### src/verilog/tcp_pkg.sv
`default_nettype none

package tcp_pkg;

  typedef enum logic [2:0] {
    st_closed,
    st_listen,
    st_syn_received,
    st_wait_syn_ack,
    st_established,
    st_send_fin,
    st_send_ack,
    st_last_ack
  } tcp_state_t;

  typedef enum logic [1:0] {
    close_active,   // user drop or force_fin
    close_passive,  // remote FIN
    close_reset     // remote RST, nothing sent
  } close_t;

  typedef enum logic [2:0] {
    req_none,
    req_syn,
    req_syn_ack,
    req_ack,
    req_psh_ack,
    req_fin_ack
  } tx_req_t;

  // flag bits in header order, ns is the msb
  typedef struct packed {
    logic ns;
    logic cwr;
    logic ece;
    logic urg;
    logic ack;
    logic psh;
    logic rst;
    logic syn;
    logic fin;
  } tcp_flag_bits_t;

  typedef union packed {
    logic [8:0]     word;
    tcp_flag_bits_t bits;
  } tcp_flags_u;

  typedef struct packed {
    logic [31:0] ipv4;
    logic [15:0] port;
    logic [31:0] loc_seq;
    logic [31:0] loc_ack;
    logic [31:0] rem_seq;
    logic [31:0] rem_ack;
  } tcb_t;

  localparam logic [8:0] FLAGS_SYN     = 9'h002;
  localparam logic [8:0] FLAGS_SYN_ACK = 9'h012;
  localparam logic [8:0] FLAGS_ACK     = 9'h010;
  localparam logic [8:0] FLAGS_PSH_ACK = 9'h018;
  localparam logic [8:0] FLAGS_FIN_ACK = 9'h011;

  // fixed initial sequence numbers
  localparam logic [31:0] ISN_ACTIVE  = 32'habbadead;
  localparam logic [31:0] ISN_PASSIVE = 32'hfeadabba;

endpackage

`default_nettype wire

### src/verilog/tcp_seg_if.sv
`timescale 1ns/10ps
`default_nettype none

// one tcp header, valid only while hdr_v is high
interface tcp_seg_if import tcp_pkg::*; ();

  logic        hdr_v;
  logic [15:0] src_port;
  logic [15:0] dst_port;
  logic [31:0] seq;
  logic [31:0] ack;
  tcp_flags_u  flags;
  logic [15:0] payload_len;
  logic [31:0] ipv4;         // remote side address

  modport src (
    output hdr_v, src_port, dst_port, seq, ack, flags, payload_len, ipv4
  );

  modport dst (
    input hdr_v, src_port, dst_port, seq, ack, flags, payload_len, ipv4
  );

endinterface

`default_nettype wire

### src/verilog/tcp_rx_filter.sv
`timescale 1ns/10ps
`default_nettype none

module tcp_rx_filter (
  input  logic        clk,
  input  logic        tcp_rst,
  input  logic        rx_hdr_v,
  input  logic [31:0] rx_src_ip,
  input  logic [15:0] rx_src_port,
  input  logic [15:0] rx_dst_port,
  input  logic [31:0] rx_seq,
  input  logic [31:0] rx_ack,
  input  logic [8:0]  rx_flags,
  input  logic [15:0] rx_payload_len,
  input  logic        rx_v,
  input  logic [7:0]  rx_d,
  input  logic [15:0] local_port,
  input  logic [15:0] tcb_port,
  input  logic [31:0] tcb_loc_ack,
  input  logic        established,
  tcp_seg_if.src      seg,
  output logic        in_order,
  output logic        vout,
  output logic [7:0]  dout
);

  logic       match;
  logic       pass_q;  // in-order result of the latest header
  logic [1:0] v_pipe;
  logic [7:0] d1;
  logic [7:0] d2;

  // in-order data for this connection only
  assign match = rx_hdr_v && established &&
                 (rx_dst_port == local_port) &&
                 (rx_src_port == tcb_port) &&
                 (rx_seq == tcb_loc_ack);

  always_ff @(posedge clk) begin
    if (tcp_rst) begin
      seg.hdr_v <= 1'b0;
      in_order  <= 1'b0;
      pass_q    <= 1'b0;
      v_pipe    <= '0;
    end else begin
      seg.hdr_v <= rx_hdr_v;
      in_order  <= match;
      v_pipe    <= {v_pipe[0], rx_v};
      if (seg.hdr_v) pass_q <= in_order;  // holds until the next header
    end
  end

  // header and byte payload
  always_ff @(posedge clk) begin
    if (rx_hdr_v) begin
      seg.src_port    <= rx_src_port;
      seg.dst_port    <= rx_dst_port;
      seg.seq         <= rx_seq;
      seg.ack         <= rx_ack;
      seg.flags.word  <= rx_flags;
      seg.payload_len <= rx_payload_len;
      seg.ipv4        <= rx_src_ip;
    end
    d1 <= rx_d;
    d2 <= d1;
  end

  assign vout = v_pipe[1] && pass_q;
  assign dout = d2;

endmodule

`default_nettype wire

### src/verilog/tcp_ack_timer.sv
`timescale 1ns/10ps
`default_nettype none

module tcp_ack_timer #(
  parameter int ACK_TIMEOUT = 125000
) (
  input  logic   clk,
  input  logic   tcp_rst,
  input  logic   established,
  tcp_seg_if.dst seg,
  input  logic   in_order,
  output logic   ack_due
);

  localparam int CW = $clog2(ACK_TIMEOUT + 1);
  localparam logic [CW-1:0] CNT_LAST = CW'(ACK_TIMEOUT - 1);
  localparam logic [CW-1:0] CNT_FULL = CW'(ACK_TIMEOUT);

  logic [CW-1:0] cnt;
  logic          data_accepted;

  // zero-length segments don't restart the timer
  assign data_accepted = seg.hdr_v && in_order && (seg.payload_len != '0);

  always_ff @(posedge clk) begin
    if (tcp_rst || !established) begin
      cnt     <= '0;
      ack_due <= 1'b0;
    end else begin
      ack_due <= !data_accepted && (cnt == CNT_LAST);
      if (data_accepted) cnt <= '0;
      else if (cnt != CNT_FULL) cnt <= cnt + 1'b1;  // saturate, one strobe only
    end
  end

endmodule

`default_nettype wire

### src/verilog/tcp_conn_fsm.sv
`timescale 1ns/10ps
`default_nettype none

module tcp_conn_fsm import tcp_pkg::*; #(
  parameter int CONN_TIMEOUT_TICKS = 10000000
) (
  input  logic        clk,
  input  logic        tcp_rst,
  input  logic        listen,
  input  logic        connect,
  input  logic        force_fin,
  input  logic [31:0] rem_ipv4,
  input  logic [15:0] rem_port,
  input  logic [15:0] local_port,
  tcp_seg_if.dst      seg,
  input  logic        in_order,
  input  logic        ack_due,
  input  logic        queue_pend,
  input  logic [31:0] queue_seq,
  input  logic [15:0] queue_len,
  input  logic        queue_flushed,
  input  logic        tx_done,
  output tcb_t        tcb,
  output tx_req_t     tx_req,
  output logic [31:0] tx_seq,
  output logic [15:0] tx_len,
  output logic        flush_queue,
  output logic        connected,
  output logic        established
);

  localparam int TW = $clog2(CONN_TIMEOUT_TICKS + 1);
  localparam logic [TW-1:0] TMR_LAST = TW'(CONN_TIMEOUT_TICKS - 1);

  tcp_state_t    state;
  close_t        close_r;
  logic          is_client;  // opened by connect
  logic          tcb_made;
  logic          tx_pend;    // builder still owns a request
  logic          ack_owed;
  logic          fin_sent;
  logic          ack_rcvd;
  logic          clear;      // internal return to closed
  logic [TW-1:0] conn_tmr;
  logic          conn_match;
  logic          user_drop;
  logic          in_progress;

  assign conn_match  = seg.hdr_v && (seg.dst_port == local_port) && (seg.src_port == tcb.port);
  assign user_drop   = force_fin || (is_client ? !connect : !listen);
  assign in_progress = !(state inside {st_closed, st_listen, st_established});
  assign established = (state == st_established);

  always_ff @(posedge clk) begin
    if (tcp_rst || clear) begin
      state       <= st_closed;
      close_r     <= close_active;
      is_client   <= 1'b0;
      tcb_made    <= 1'b0;
      tx_pend     <= 1'b0;
      ack_owed    <= 1'b0;
      fin_sent    <= 1'b0;
      ack_rcvd    <= 1'b0;
      clear       <= 1'b0;
      conn_tmr    <= '0;
      tcb         <= '0;
      tx_req      <= req_none;
      flush_queue <= 1'b0;
      connected   <= 1'b0;
    end else begin
      tx_req <= req_none;
      if (tx_done) tx_pend <= 1'b0;
      // progress timeout, stalled handshake or close
      if (!in_progress) conn_tmr <= '0;
      else if (conn_tmr == TMR_LAST) clear <= 1'b1;
      else conn_tmr <= conn_tmr + 1'b1;

      case (state)
        st_closed: begin
          if (listen) begin
            is_client <= 1'b0;
            state     <= st_listen;
          end else if (connect) begin
            is_client   <= 1'b1;
            tcb.ipv4    <= rem_ipv4;
            tcb.port    <= rem_port;
            tcb.loc_seq <= ISN_ACTIVE;
            tcb.loc_ack <= '0;
            tcb_made    <= 1'b1;
            if (tcb_made) begin  // SYN only once the tcb is written
              tx_req  <= req_syn;
              tx_pend <= 1'b1;
              state   <= st_wait_syn_ack;
            end
          end
        end
        st_listen: begin
          if (!listen) begin
            state <= st_closed;
          end else if (seg.hdr_v && seg.flags.bits.syn && (seg.dst_port == local_port)) begin
            tcb.ipv4    <= seg.ipv4;
            tcb.port    <= seg.src_port;
            tcb.loc_seq <= ISN_PASSIVE;
            tcb.loc_ack <= seg.seq + 32'd1;
            tcb.rem_seq <= seg.seq;
            tcb.rem_ack <= seg.ack;
            tx_req      <= req_syn_ack;
            tx_pend     <= 1'b1;
            state       <= st_syn_received;
          end
        end
        st_syn_received: begin
          if (conn_match && seg.flags.bits.ack && (seg.seq == tcb.rem_seq + 32'd1)) begin
            tcb.rem_seq <= seg.seq;
            tcb.rem_ack <= seg.ack;
            tcb.loc_seq <= seg.ack;
            state       <= st_established;
          end
        end
        st_wait_syn_ack: begin
          if (seg.hdr_v && seg.flags.bits.syn && seg.flags.bits.ack &&
              (seg.dst_port == local_port)) begin
            tcb.port    <= seg.src_port;
            tcb.rem_seq <= seg.seq;
            tcb.rem_ack <= seg.ack;
            tcb.loc_seq <= tcb.loc_seq + 32'd1;
            tcb.loc_ack <= seg.seq + 32'd1;
            tx_req      <= req_ack;
            tx_pend     <= 1'b1;
            state       <= st_established;
          end
        end
        st_established: begin
          connected <= 1'b1;
          //////////////////////////////////////////////////
          // receive, a FIN takes one sequence number
          if (seg.hdr_v && in_order) begin
            tcb.rem_seq <= seg.seq;
            tcb.rem_ack <= seg.ack;
            tcb.loc_ack <= tcb.loc_ack + 32'(seg.payload_len) + 32'(seg.flags.bits.fin);
          end
          //////////////////////////////////////////////////
          // transmit, queue data before a bare ACK
          if (!flush_queue && !tx_pend) begin
            if (queue_pend) begin
              tx_req      <= req_psh_ack;
              tx_seq      <= queue_seq;
              tx_len      <= queue_len;
              tcb.loc_seq <= queue_seq + 32'(queue_len);
              tx_pend     <= 1'b1;
              ack_owed    <= 1'b0;  // psh carries the ack too
            end else if (ack_owed) begin
              tx_req   <= req_ack;
              tx_pend  <= 1'b1;
              ack_owed <= 1'b0;
            end
          end
          if (ack_due) ack_owed <= 1'b1;
          //////////////////////////////////////////////////
          // close cause, then flush before the route
          if (!flush_queue) begin
            if (user_drop) begin
              flush_queue <= 1'b1;
              close_r     <= close_active;
            end else if (conn_match && seg.flags.bits.fin) begin
              flush_queue <= 1'b1;
              close_r     <= close_passive;
            end else if (conn_match && seg.flags.bits.rst) begin
              flush_queue <= 1'b1;
              close_r     <= close_reset;
            end
          end else if (queue_flushed) begin
            flush_queue <= 1'b0;
            case (close_r)
              close_active:  state <= st_send_fin;
              close_passive: state <= st_send_ack;
              default:       clear <= 1'b1;  // reset route sends nothing
            endcase
          end
        end
        st_send_fin: begin
          if (!fin_sent && !tx_pend) begin
            tx_req   <= req_fin_ack;
            tx_pend  <= 1'b1;
            fin_sent <= 1'b1;
          end
          if (conn_match && seg.flags.bits.ack) ack_rcvd <= 1'b1;
          if (conn_match && seg.flags.bits.fin && (ack_rcvd || seg.flags.bits.ack)) begin
            tcb.loc_ack <= tcb.loc_ack + 32'd1;  // remote FIN
            fin_sent    <= 1'b0;
            state       <= st_send_ack;
          end
        end
        st_send_ack: begin
          if (!tx_pend) begin
            tx_req  <= req_ack;
            tx_pend <= 1'b1;
            state   <= st_last_ack;
          end
        end
        st_last_ack: begin
          if (!fin_sent && !tx_pend) begin
            tx_req   <= req_fin_ack;
            tx_pend  <= 1'b1;
            fin_sent <= 1'b1;
          end
          if (conn_match && seg.flags.bits.ack && fin_sent) clear <= 1'b1;
        end
        default: state <= st_closed;
      endcase
    end
  end

endmodule

`default_nettype wire

### src/verilog/tcp_tx_builder.sv
`timescale 1ns/10ps
`default_nettype none

module tcp_tx_builder import tcp_pkg::*; (
  input  logic        clk,
  input  logic        tcp_rst,
  input  logic [15:0] local_port,
  input  tcb_t        tcb,
  input  tx_req_t     tx_req,
  input  logic [31:0] tx_seq,
  input  logic [15:0] tx_len,
  input  logic        tx_busy,
  tcp_seg_if.src      seg,
  output logic        tx_done
);

  tx_req_t    pend;       // request waiting for tx_busy to drop
  logic       send;
  logic       is_psh;
  tcp_flags_u flags_sel;

  assign send    = (pend != req_none) && !tx_busy;
  assign is_psh  = (pend == req_psh_ack);
  assign tx_done = seg.hdr_v;

  always_comb begin
    case (pend)
      req_syn:     flags_sel.word = FLAGS_SYN;
      req_syn_ack: flags_sel.word = FLAGS_SYN_ACK;
      req_psh_ack: flags_sel.word = FLAGS_PSH_ACK;
      req_fin_ack: flags_sel.word = FLAGS_FIN_ACK;
      default:     flags_sel.word = FLAGS_ACK;
    endcase
  end

  always_ff @(posedge clk) begin
    if (tcp_rst) begin
      pend      <= req_none;
      seg.hdr_v <= 1'b0;
    end else begin
      seg.hdr_v <= send;  // one strobe per request
      if (tx_req != req_none) pend <= tx_req;
      else if (send) pend <= req_none;
    end
  end

  // tx_seq and tx_len stay put until the next psh request
  always_ff @(posedge clk) begin
    if (send) begin
      seg.ipv4        <= tcb.ipv4;
      seg.src_port    <= local_port;
      seg.dst_port    <= tcb.port;
      seg.flags       <= flags_sel;
      seg.seq         <= is_psh ? tx_seq : tcb.loc_seq;
      seg.ack         <= tcb.loc_ack;
      seg.payload_len <= is_psh ? tx_len : 16'd0;
    end
  end

endmodule

`default_nettype wire

### src/verilog/tcp_engine_top.sv
`timescale 1ns/10ps
`default_nettype none

module tcp_engine_top import tcp_pkg::*; #(
  parameter int CONN_TIMEOUT_TICKS = 10000000,
  parameter int ACK_TIMEOUT        = 125000
) (
  input  logic        clk,
  input  logic        tcp_rst,
  input  logic [15:0] local_port,
  input  logic [31:0] local_ipv4,
  // user control
  input  logic        listen,
  input  logic        connect,
  input  logic [31:0] rem_ipv4,
  input  logic [15:0] rem_port,
  input  logic        force_fin,
  // received header and payload bytes
  input  logic        rx_hdr_v,
  input  logic [31:0] rx_src_ip,
  input  logic [15:0] rx_src_port,
  input  logic [15:0] rx_dst_port,
  input  logic [31:0] rx_seq,
  input  logic [31:0] rx_ack,
  input  logic [8:0]  rx_flags,
  input  logic [15:0] rx_payload_len,
  input  logic        rx_v,
  input  logic [7:0]  rx_d,
  // transmit queue
  input  logic        queue_pend,
  input  logic [31:0] queue_seq,
  input  logic [15:0] queue_len,
  input  logic        queue_flushed,
  input  logic        tx_busy,
  // outgoing header
  output logic        tx_hdr_v,
  output logic [31:0] tx_dst_ip,
  output logic [15:0] tx_src_port,
  output logic [15:0] tx_dst_port,
  output logic [31:0] tx_seq,
  output logic [31:0] tx_ack,
  output logic [8:0]  tx_flags,
  output logic [15:0] tx_payload_len,
  output logic        vout,
  output logic [7:0]  dout,
  output logic        flush_queue,
  output logic        connected
);

  tcp_seg_if rx_seg ();
  tcp_seg_if tx_seg ();

  tcb_t        tcb;
  tx_req_t     tx_req;
  logic [31:0] req_seq;
  logic [15:0] req_len;
  logic        in_order;
  logic        ack_due;
  logic        tx_done;
  logic        established;

  //////////////////////////////////////////////////
  // receive side
  tcp_rx_filter rx_filter_i (
    .clk,
    .tcp_rst,
    .rx_hdr_v,
    .rx_src_ip,
    .rx_src_port,
    .rx_dst_port,
    .rx_seq,
    .rx_ack,
    .rx_flags,
    .rx_payload_len,
    .rx_v,
    .rx_d,
    .local_port,
    .tcb_port    (tcb.port),
    .tcb_loc_ack (tcb.loc_ack),
    .established,
    .seg         (rx_seg.src),
    .in_order,
    .vout,
    .dout
  );

  tcp_ack_timer #(
    .ACK_TIMEOUT (ACK_TIMEOUT)
  ) ack_timer_i (
    .clk,
    .tcp_rst,
    .established,
    .seg      (rx_seg.dst),
    .in_order,
    .ack_due
  );

  //////////////////////////////////////////////////
  // connection control
  tcp_conn_fsm #(
    .CONN_TIMEOUT_TICKS (CONN_TIMEOUT_TICKS)
  ) conn_fsm_i (
    .clk,
    .tcp_rst,
    .listen,
    .connect,
    .force_fin,
    .rem_ipv4,
    .rem_port,
    .local_port,
    .seg           (rx_seg.dst),
    .in_order,
    .ack_due,
    .queue_pend,
    .queue_seq,
    .queue_len,
    .queue_flushed,
    .tx_done,
    .tcb,
    .tx_req,
    .tx_seq        (req_seq),
    .tx_len        (req_len),
    .flush_queue,
    .connected,
    .established
  );

  //////////////////////////////////////////////////
  // transmit side
  tcp_tx_builder tx_builder_i (
    .clk,
    .tcp_rst,
    .local_port,
    .tcb,
    .tx_req,
    .tx_seq  (req_seq),
    .tx_len  (req_len),
    .tx_busy,
    .seg     (tx_seg.src),
    .tx_done
  );

  assign tx_hdr_v       = tx_seg.hdr_v;
  assign tx_dst_ip      = tx_seg.ipv4;
  assign tx_src_port    = tx_seg.src_port;
  assign tx_dst_port    = tx_seg.dst_port;
  assign tx_seq         = tx_seg.seq;
  assign tx_ack         = tx_seg.ack;
  assign tx_flags       = tx_seg.flags.word;
  assign tx_payload_len = tx_seg.payload_len;

endmodule

`default_nettype wire

### config.mk
export PLATFORM = sky130hd
export DESIGN_NAME = tcp_engine_top
export DESIGN_NICKNAME = d
export VERILOG_FILES = /design/src/verilog/tcp_pkg.sv /design/src/verilog/tcp_seg_if.sv /design/src/verilog/tcp_rx_filter.sv /design/src/verilog/tcp_ack_timer.sv /design/src/verilog/tcp_conn_fsm.sv /design/src/verilog/tcp_tx_builder.sv /design/src/verilog/tcp_engine_top.sv
export SDC_FILE = /design/constraint.sdc
export NUM_CORES = 1
export LEC_CHECK = 0
export BUFFER_PORTS_ARGS = -buffer_cell sky130_fd_sc_hd__buf_4
export CAP_MARGIN = 20
export CORE_MARGIN = 4
export CORE_UTILIZATION = 55
export CTS_CLUSTER_DIAMETER = 60
export CTS_CLUSTER_SIZE = 14
export DETAILED_ROUTE_END_ITERATION = 8
export PLACE_DENSITY = 0.82
export SKIP_CTS_REPAIR_TIMING = 1
export SLEW_MARGIN = 20
export SYNTH_ARGS = -nofsm -noshare
export SYNTH_HDL_FRONTEND = slang
export SYNTH_HIERARCHICAL = 1
export SYNTH_SLANG_ARGS = --single-unit
### constraint.sdc
create_clock -name clk -period 16.22 [get_ports clk]
set_input_delay 3.244 -clock clk [delete_from_list [all_inputs] [get_ports clk]]
set_output_delay 3.244 -clock clk [all_outputs]
set_load 0.03 [all_outputs]
==> run metrics, run 1 <==
status=finished clean; drt pass-1 iters=6; Remaining DRCs=0; Slowest-stage cell, CP=or4_1; max_cap viols=0; total track usage=0.293; CP max stage delay=0.83 ns; largest net degree at the start of global routing=94; via/cell ratio=6.15; die width=230 um; placed cell count=3538; Routed WL per cell=22.4 um; Cells after Synth=2544; Worst EP arrival=7.52 ns; most frequent cells in the layout=buf_4 (461), edfxtp_1 (344), nand2_1 (287); fin crit share=0.434; Num CTS Buffers=50; Setup TNS Final=0 ns; Reg clk slew, reported paths=0.06 ns; crit-path cells=buf_4, xor2_1, nor4_1, nand3_1, nor3_1, a31oi_1, or4_1, nor2_1, and2_1, nand3_1, o311ai_0; Worst-Margin Slew=1.19 ns; post-layout util=0.663; chip height=230 um; nets@finish=3282; RSZ-0062 raised after global routing=no; Synth Area per Inst=10.7 sq um; layout cell share with drive strength beyond 1=0.203; total wire length=81400 um; vias in the first global route=22200; io pins=480; Worst Hold Class=flip-flop to flip-flop; Slew Viols, Final=0; Clock Latency Late Sink=0.60 ns; initial antenna violation count=7; Final ANT Viol Nets=0; first-pass GRT wire length=124000 um; PortBufs=437; data required time at the worst endpoint=16.69 ns; grt total ovfl=0; initial DRC count=2569; Fin. Hold Viols=0; Setup crit start=local_port[11]; via count=22300; CP Capture Type=flip-flop; area of the die=53100 sq um; root buffer cell=clkbuf_16; Synth Cell Area=27200 sq um; most used cell, CP=nand3_1; CTS tree=done; LEAKAGE=12.1 nW; RR Startpoint=rx_filter_i/seg.dst_port[11]; clk buf depth=3; Final GP Congestion=0.931; Pwr Total=4.26 mW; clock sinks=572; VDD IR max=0.0968 mV; endpoints failing setup=0; Worst setup SP type=input port; Setup Skew=0.0165 ns; CP max FO=13; fmax=0.142 GHz; post-route insts no fill=3633; commonest non-fill, non-tap cell in the layout=buf_4; Pwr per Cell Area=131 nW/um^2; post-DP HPWL=57400 um; Initial Util=0.556; max_slew headroom=0.200; CTS H-Tree Depth=2; CP Class=input port to flip-flop; Layout area overhead=19.4%; Core Area=49000 sq um; post-layout min period=7.05 ns; hold_sp=rx_filter_i/d1[0]; Core Rows=81; Yosys warnings=6
## metal layers
| layer | track usage | routed length [um] |
|---|---|---|
| met5 | 0 | 21 |
| met4 | 0.145 | 4260 |
| met3 | 0.0533 | 6990 |
| met2 | 0.486 | 38900 |
| met1 | 0.373 | 31300 |
## sequential cells by signal, indices dropped and copies added (netlist names), 4 cells and up
name / cells
conn_fsm_i/tx_seq: 32
rx_filter_i/seg.flags: 4
conn_fsm_i/conn_tmr: 24
tx_builder_i/seg.seq: 32
conn_fsm_i/tx_len: 16
tx_builder_i/seg.flags: 4
rx_filter_i/dout: 8
rx_filter_i/seg.payload_len: 16
rx_filter_i/seg.ipv4: 32
rx_filter_i/seg.dst_port: 16
rx_filter_i/seg.src_port: 16
ack_timer_i/cnt: 17
tx_builder_i/seg.dst_port: 16
tx_builder_i/seg.src_port: 16
conn_fsm_i/tcb: 144
rx_filter_i/d1: 8
tx_builder_i/seg.payload_len: 16
tx_builder_i/seg.ack: 32
rx_filter_i/seg.ack: 32
rx_filter_i/seg.seq: 32
tx_builder_i/seg.ipv4: 32
## power by group
part / total (mW) / switching (mW) / internal (mW) / leakage [nW]
logic: 1.13 / 0.691 / 0.440 / 6.28
registers: 1.98 / 0.222 / 1.76 / 5.11
clock network: 1.15 / 0.542 / 0.607 / 0.718
total: 4.26 / 1.45 / 2.80 / 12.1
## cell type report
| cell class | count | area (sq um) |
|---|---|---|
| multi-input combinational | 1793 | 11600 |
| clock buffer | 80 | 1430 |
| sequential | 572 | 14900 |
| clock inverter | 12 | 80.1 |
| timing repair buffer | 462 | 3470 |
| antenna | 3 | 7.51 |
| inverter | 47 | 176 |
| tap | 664 | 831 |
| fill | 3687 | 16500 |
## worst max-delay path, delay by kind of cell
| kind | cells | cell delay, ns |
|---|---|---|
| compound gates | 2 | 0.46 |
| xor+xnor | 1 | 0.17 |
| buf+inv | 1 | 0.13 |
| simple gates | 7 | 3.52 |
## per-stage QoR
stage | setup WS [ns] | hold slack [ns] | cell area [sq um]
floorplan | 6.22 | 0.310 | 27200
global placement | 8.90 | 0.311 | 31000
detailed placement | 8.63 | 0.317 | 31000
CTS | 9.24 | 0.333 | 32500
global route | 8.99 | 0.340 | 32500
finish | 9.17 | 0.331 | 32500
## final timing paths
path,end,slack (ns),cells past startpoint
setup / recovery,conn_fsm_i/tcb[85],9.17,11
hold / removal,rx_filter_i/dout[0],0.33,0
setup reg to reg,conn_fsm_i/tcb[85],11.59,10
hold reg to reg,rx_filter_i/dout[0],0.33,0
(Power assumes the default switching activity.)
==> run 2, diff against run 1 <==
--- a/config.mk
+++ b/config.mk
@@ -8,7 +8,7 @@
 export BUFFER_PORTS_ARGS = -buffer_cell sky130_fd_sc_hd__buf_4
 export CAP_MARGIN = 20
 export CORE_MARGIN = 4
-export CORE_UTILIZATION = 55
+export CORE_UTILIZATION = 52
 export CTS_CLUSTER_DIAMETER = 60
 export CTS_CLUSTER_SIZE = 14
 export DETAILED_ROUTE_END_ITERATION = 8
==> constraint.sdc (replaced) <==
create_clock -name clk -period 5.65 [get_ports clk]
set_input_delay 1.13 -clock clk [delete_from_list [all_inputs] [get_ports clk]]
set_output_delay 1.13 -clock clk [all_outputs]
set_load 0.03 [all_outputs]
==> run 2 against run 1 <==
Net effect:
- utilization shrank 3.0 points
- sequential share of layout area shrank 0.24 points
- critical path depth is the same
- cell area grew 0.52%
- worst setup slack lost 8.1 ns
- hold slack lost 0.0068 ns
- clock power grew to 3.0 times the previous value
- clock-buffer cell count grew 2
- die area grew 5.6%
- non-clock buffer count shrank 1
==> run metrics, run 2 (synthesis results as in run 1) <==
status=finished clean; LEAKAGE=12.2 nW (+0.48%); commonest non-fill, non-tap cell in the layout=buf_4; Clock Power Share=0.280 (+0.010); post-layout min period=4.61 ns; Core Area=51500 sq um (+5.2%); Placement Setup Slack=0.590 ns (-8.04 ns); Pwr Total=12.5 mW (+190%); PortBufs=437 (unchanged); Worst-Margin Slew=1.10 ns (-0.0913 ns); register area=14900 sq um (unchanged); Final GP Congestion=0.940 (+0.92%); Sw Share=0.342 (about the same); Pint=8.20 mW (+190%); clock sinks=572 (unchanged); total wire length=83100 um (+2.0%); VDD IR max=0.262 mV (+170%); CTS tree=done; Initial Util=0.528 (-0.0276); nets@finish=3282 (unchanged); final worst setup slack=1.04 ns (-8.13 ns); max_cap viols=0 (unchanged); post-route insts no fill=3657 (+0.66%); first-pass GRT wire length=125000 um (+1.3%); chip height=237 um (+2.7%); largest net degree at the start of global routing=149 (+59%); fmax=0.217 GHz; worst r2r dst=conn_fsm_i/tcb[125]; via count=22400 (+0.41%); Routed WL per cell=22.7 um (+1.4%); post-DP HPWL=58600 um (+2.0%); Setup Skew=0.0270 ns (+0.0105 ns); total track usage=0.282 (-0.0114); Setup TNS Final=0 ns (unchanged); Worst setup SP type=input port; RR Startpoint=conn_fsm_i/tcb[35]; Reg clk slew, reported paths=0.07 ns (about the same); Slew Viols, Final=0 (unchanged); root buffer cell=clkbuf_16; Flop pwr share=0.456 (-0.009); grt total ovfl=0 (unchanged); initial antenna violation count=9 (+2); CTS H-Tree Depth=2 (unchanged); max reg flops=144 (unchanged); Reg2Reg Depth=11 (+1); initial DRC count=2728 (+6.2%); Fin. Hold Viols=0 (unchanged); Pwr per Cell Area=382 nW/um^2 (+190%); proportion of power drawn by combinational gates=0.264 (-0.002); layout cell share with drive strength beyond 1=0.205 (+0.00182); max_slew headroom=0.263 (+0.0628); CP max FO=13 (unchanged); CP Class=input port to flip-flop; fin crit share=0.815; via/cell ratio=6.14 (-0.25%); Top reg by flops=conn_fsm_i/tcb; Remaining DRCs=0 (unchanged); hold_sp=rx_filter_i/d1[4]; CP Capture Type=flip-flop; vias in the first global route=21900 (-1.5%); slack of the worst reg-to-reg path=1.14 ns (-10.45 ns); Num CTS Buffers=51 (+2.0%); die width=237 um (+2.7%); Hold Path Cell Cnt=0 (unchanged); placed cell count=3553 (+0.42%); most frequent cells in the layout=buf_4 (459), edfxtp_1 (344), nand2_1 (287); Core Rows=83 (+2.5%); Layout area overhead=20.0%; clk buf depth=3 (unchanged); hold slack=0.324 ns (-0.00679 ns); data required time at the worst endpoint=6.15 ns (-10.54 ns); io pins=480 (unchanged); worst min-delay path endpoint=rx_filter_i/dout[4]; switching pwr=4.26 mW (+190%); RSZ-0062 raised after global routing=no; multi-input combinational cell area=11600 sq um (+0.14%); Final ANT Viol Nets=0 (unchanged); Worst EP arrival=5.11 ns (-2.41 ns); fill cell count=4085 (+11%); Worst Hold Class=flip-flop to flip-flop; endpoints failing setup=0 (unchanged); area of the die=56000 sq um (+5.6%); Clock Latency Late Sink=0.61 ns (about the same); drt pass-1 iters=8 (+2)
[run 2: layout make-up]
| class | instances | share of cell area |
|---|---|---|
| Clock inverter | 14 | 0.00567 |
| Inverter | 47 | 0.00541 |
| Antenna cell | 8 | 0.000613 |
| Tap cell | 680 | 0.0261 |
| Multi-Input combinational cell | 1793 | 0.355 |
| Clock buffer | 82 | 0.0440 |
| Timing Repair Buffer | 461 | 0.107 |
| Sequential cell | 572 | 0.456 |
[run 2: critical path, stage by stage]
cell and delay [ns]:
buf_4 0.13, xor2_1 0.16, nor4_1 0.38, nand3_1 0.42
nor3_1 0.62, a31oi_1 0.29, or4_1 0.85, nor2_1 0.28
and2_1 0.54, nand3_1 0.13, o311ai_0 0.15
[run 2: worst max-delay path by stage]
stage | start | endpoint | slack [ns] | depth (start not counted)
floorplan | tx_busy | tx_builder_i/seg.ack[0] | 0.22 | 1
global placement | local_port[2] | conn_fsm_i/tcb[83] | 0.67 | 11
detailed placement | local_port[2] | conn_fsm_i/tcb[85] | 0.59 | 11
CTS | local_port[2] | conn_fsm_i/tcb[85] | 1.21 | 11
global route | local_port[2] | conn_fsm_i/tcb[85] | 0.87 | 11
finish | local_port[2] | conn_fsm_i/tcb[85] | 1.04 | 11
[run 2: routing by layer]
| metal | vias up | GRT usage | routed length, um |
|---|---|---|---|
| li1 | 10100 | - | - |
| met1 | 10800 | 0.372 | 32700 |
| met2 | 1244 | 0.451 | 38400 |
| met3 | 260 | 0.0593 | 7960 |
| met4 | 4 | 0.126 | 4060 |
| met5 | - | 0 | 27 |
[run 2: power by group through the flow]
stage | Sequential [mW] | Clock (mW) | Combinational (mW)
3_5_place_dp | 5.73 | 0 | 3.22
4_1_cts | 5.65 | 3.55 | 3.24
3_3_place_gp | 5.70 | 0 | 3.11
2_1_floorplan | 5.66 | 0 | 2.10
6_report | 5.68 | 3.49 | 3.29
5_1_grt | 5.73 | 3.71 | 3.56
[run 2: per-stage QoR]
stage                      util  instance area [sq um]
after floorplan               -                  27200
after global placement    0.602                  31000
after detailed placement  0.602                  31000
after CTS                 0.633                  32600
after global routing      0.633                  32600
final                     0.634                  32600
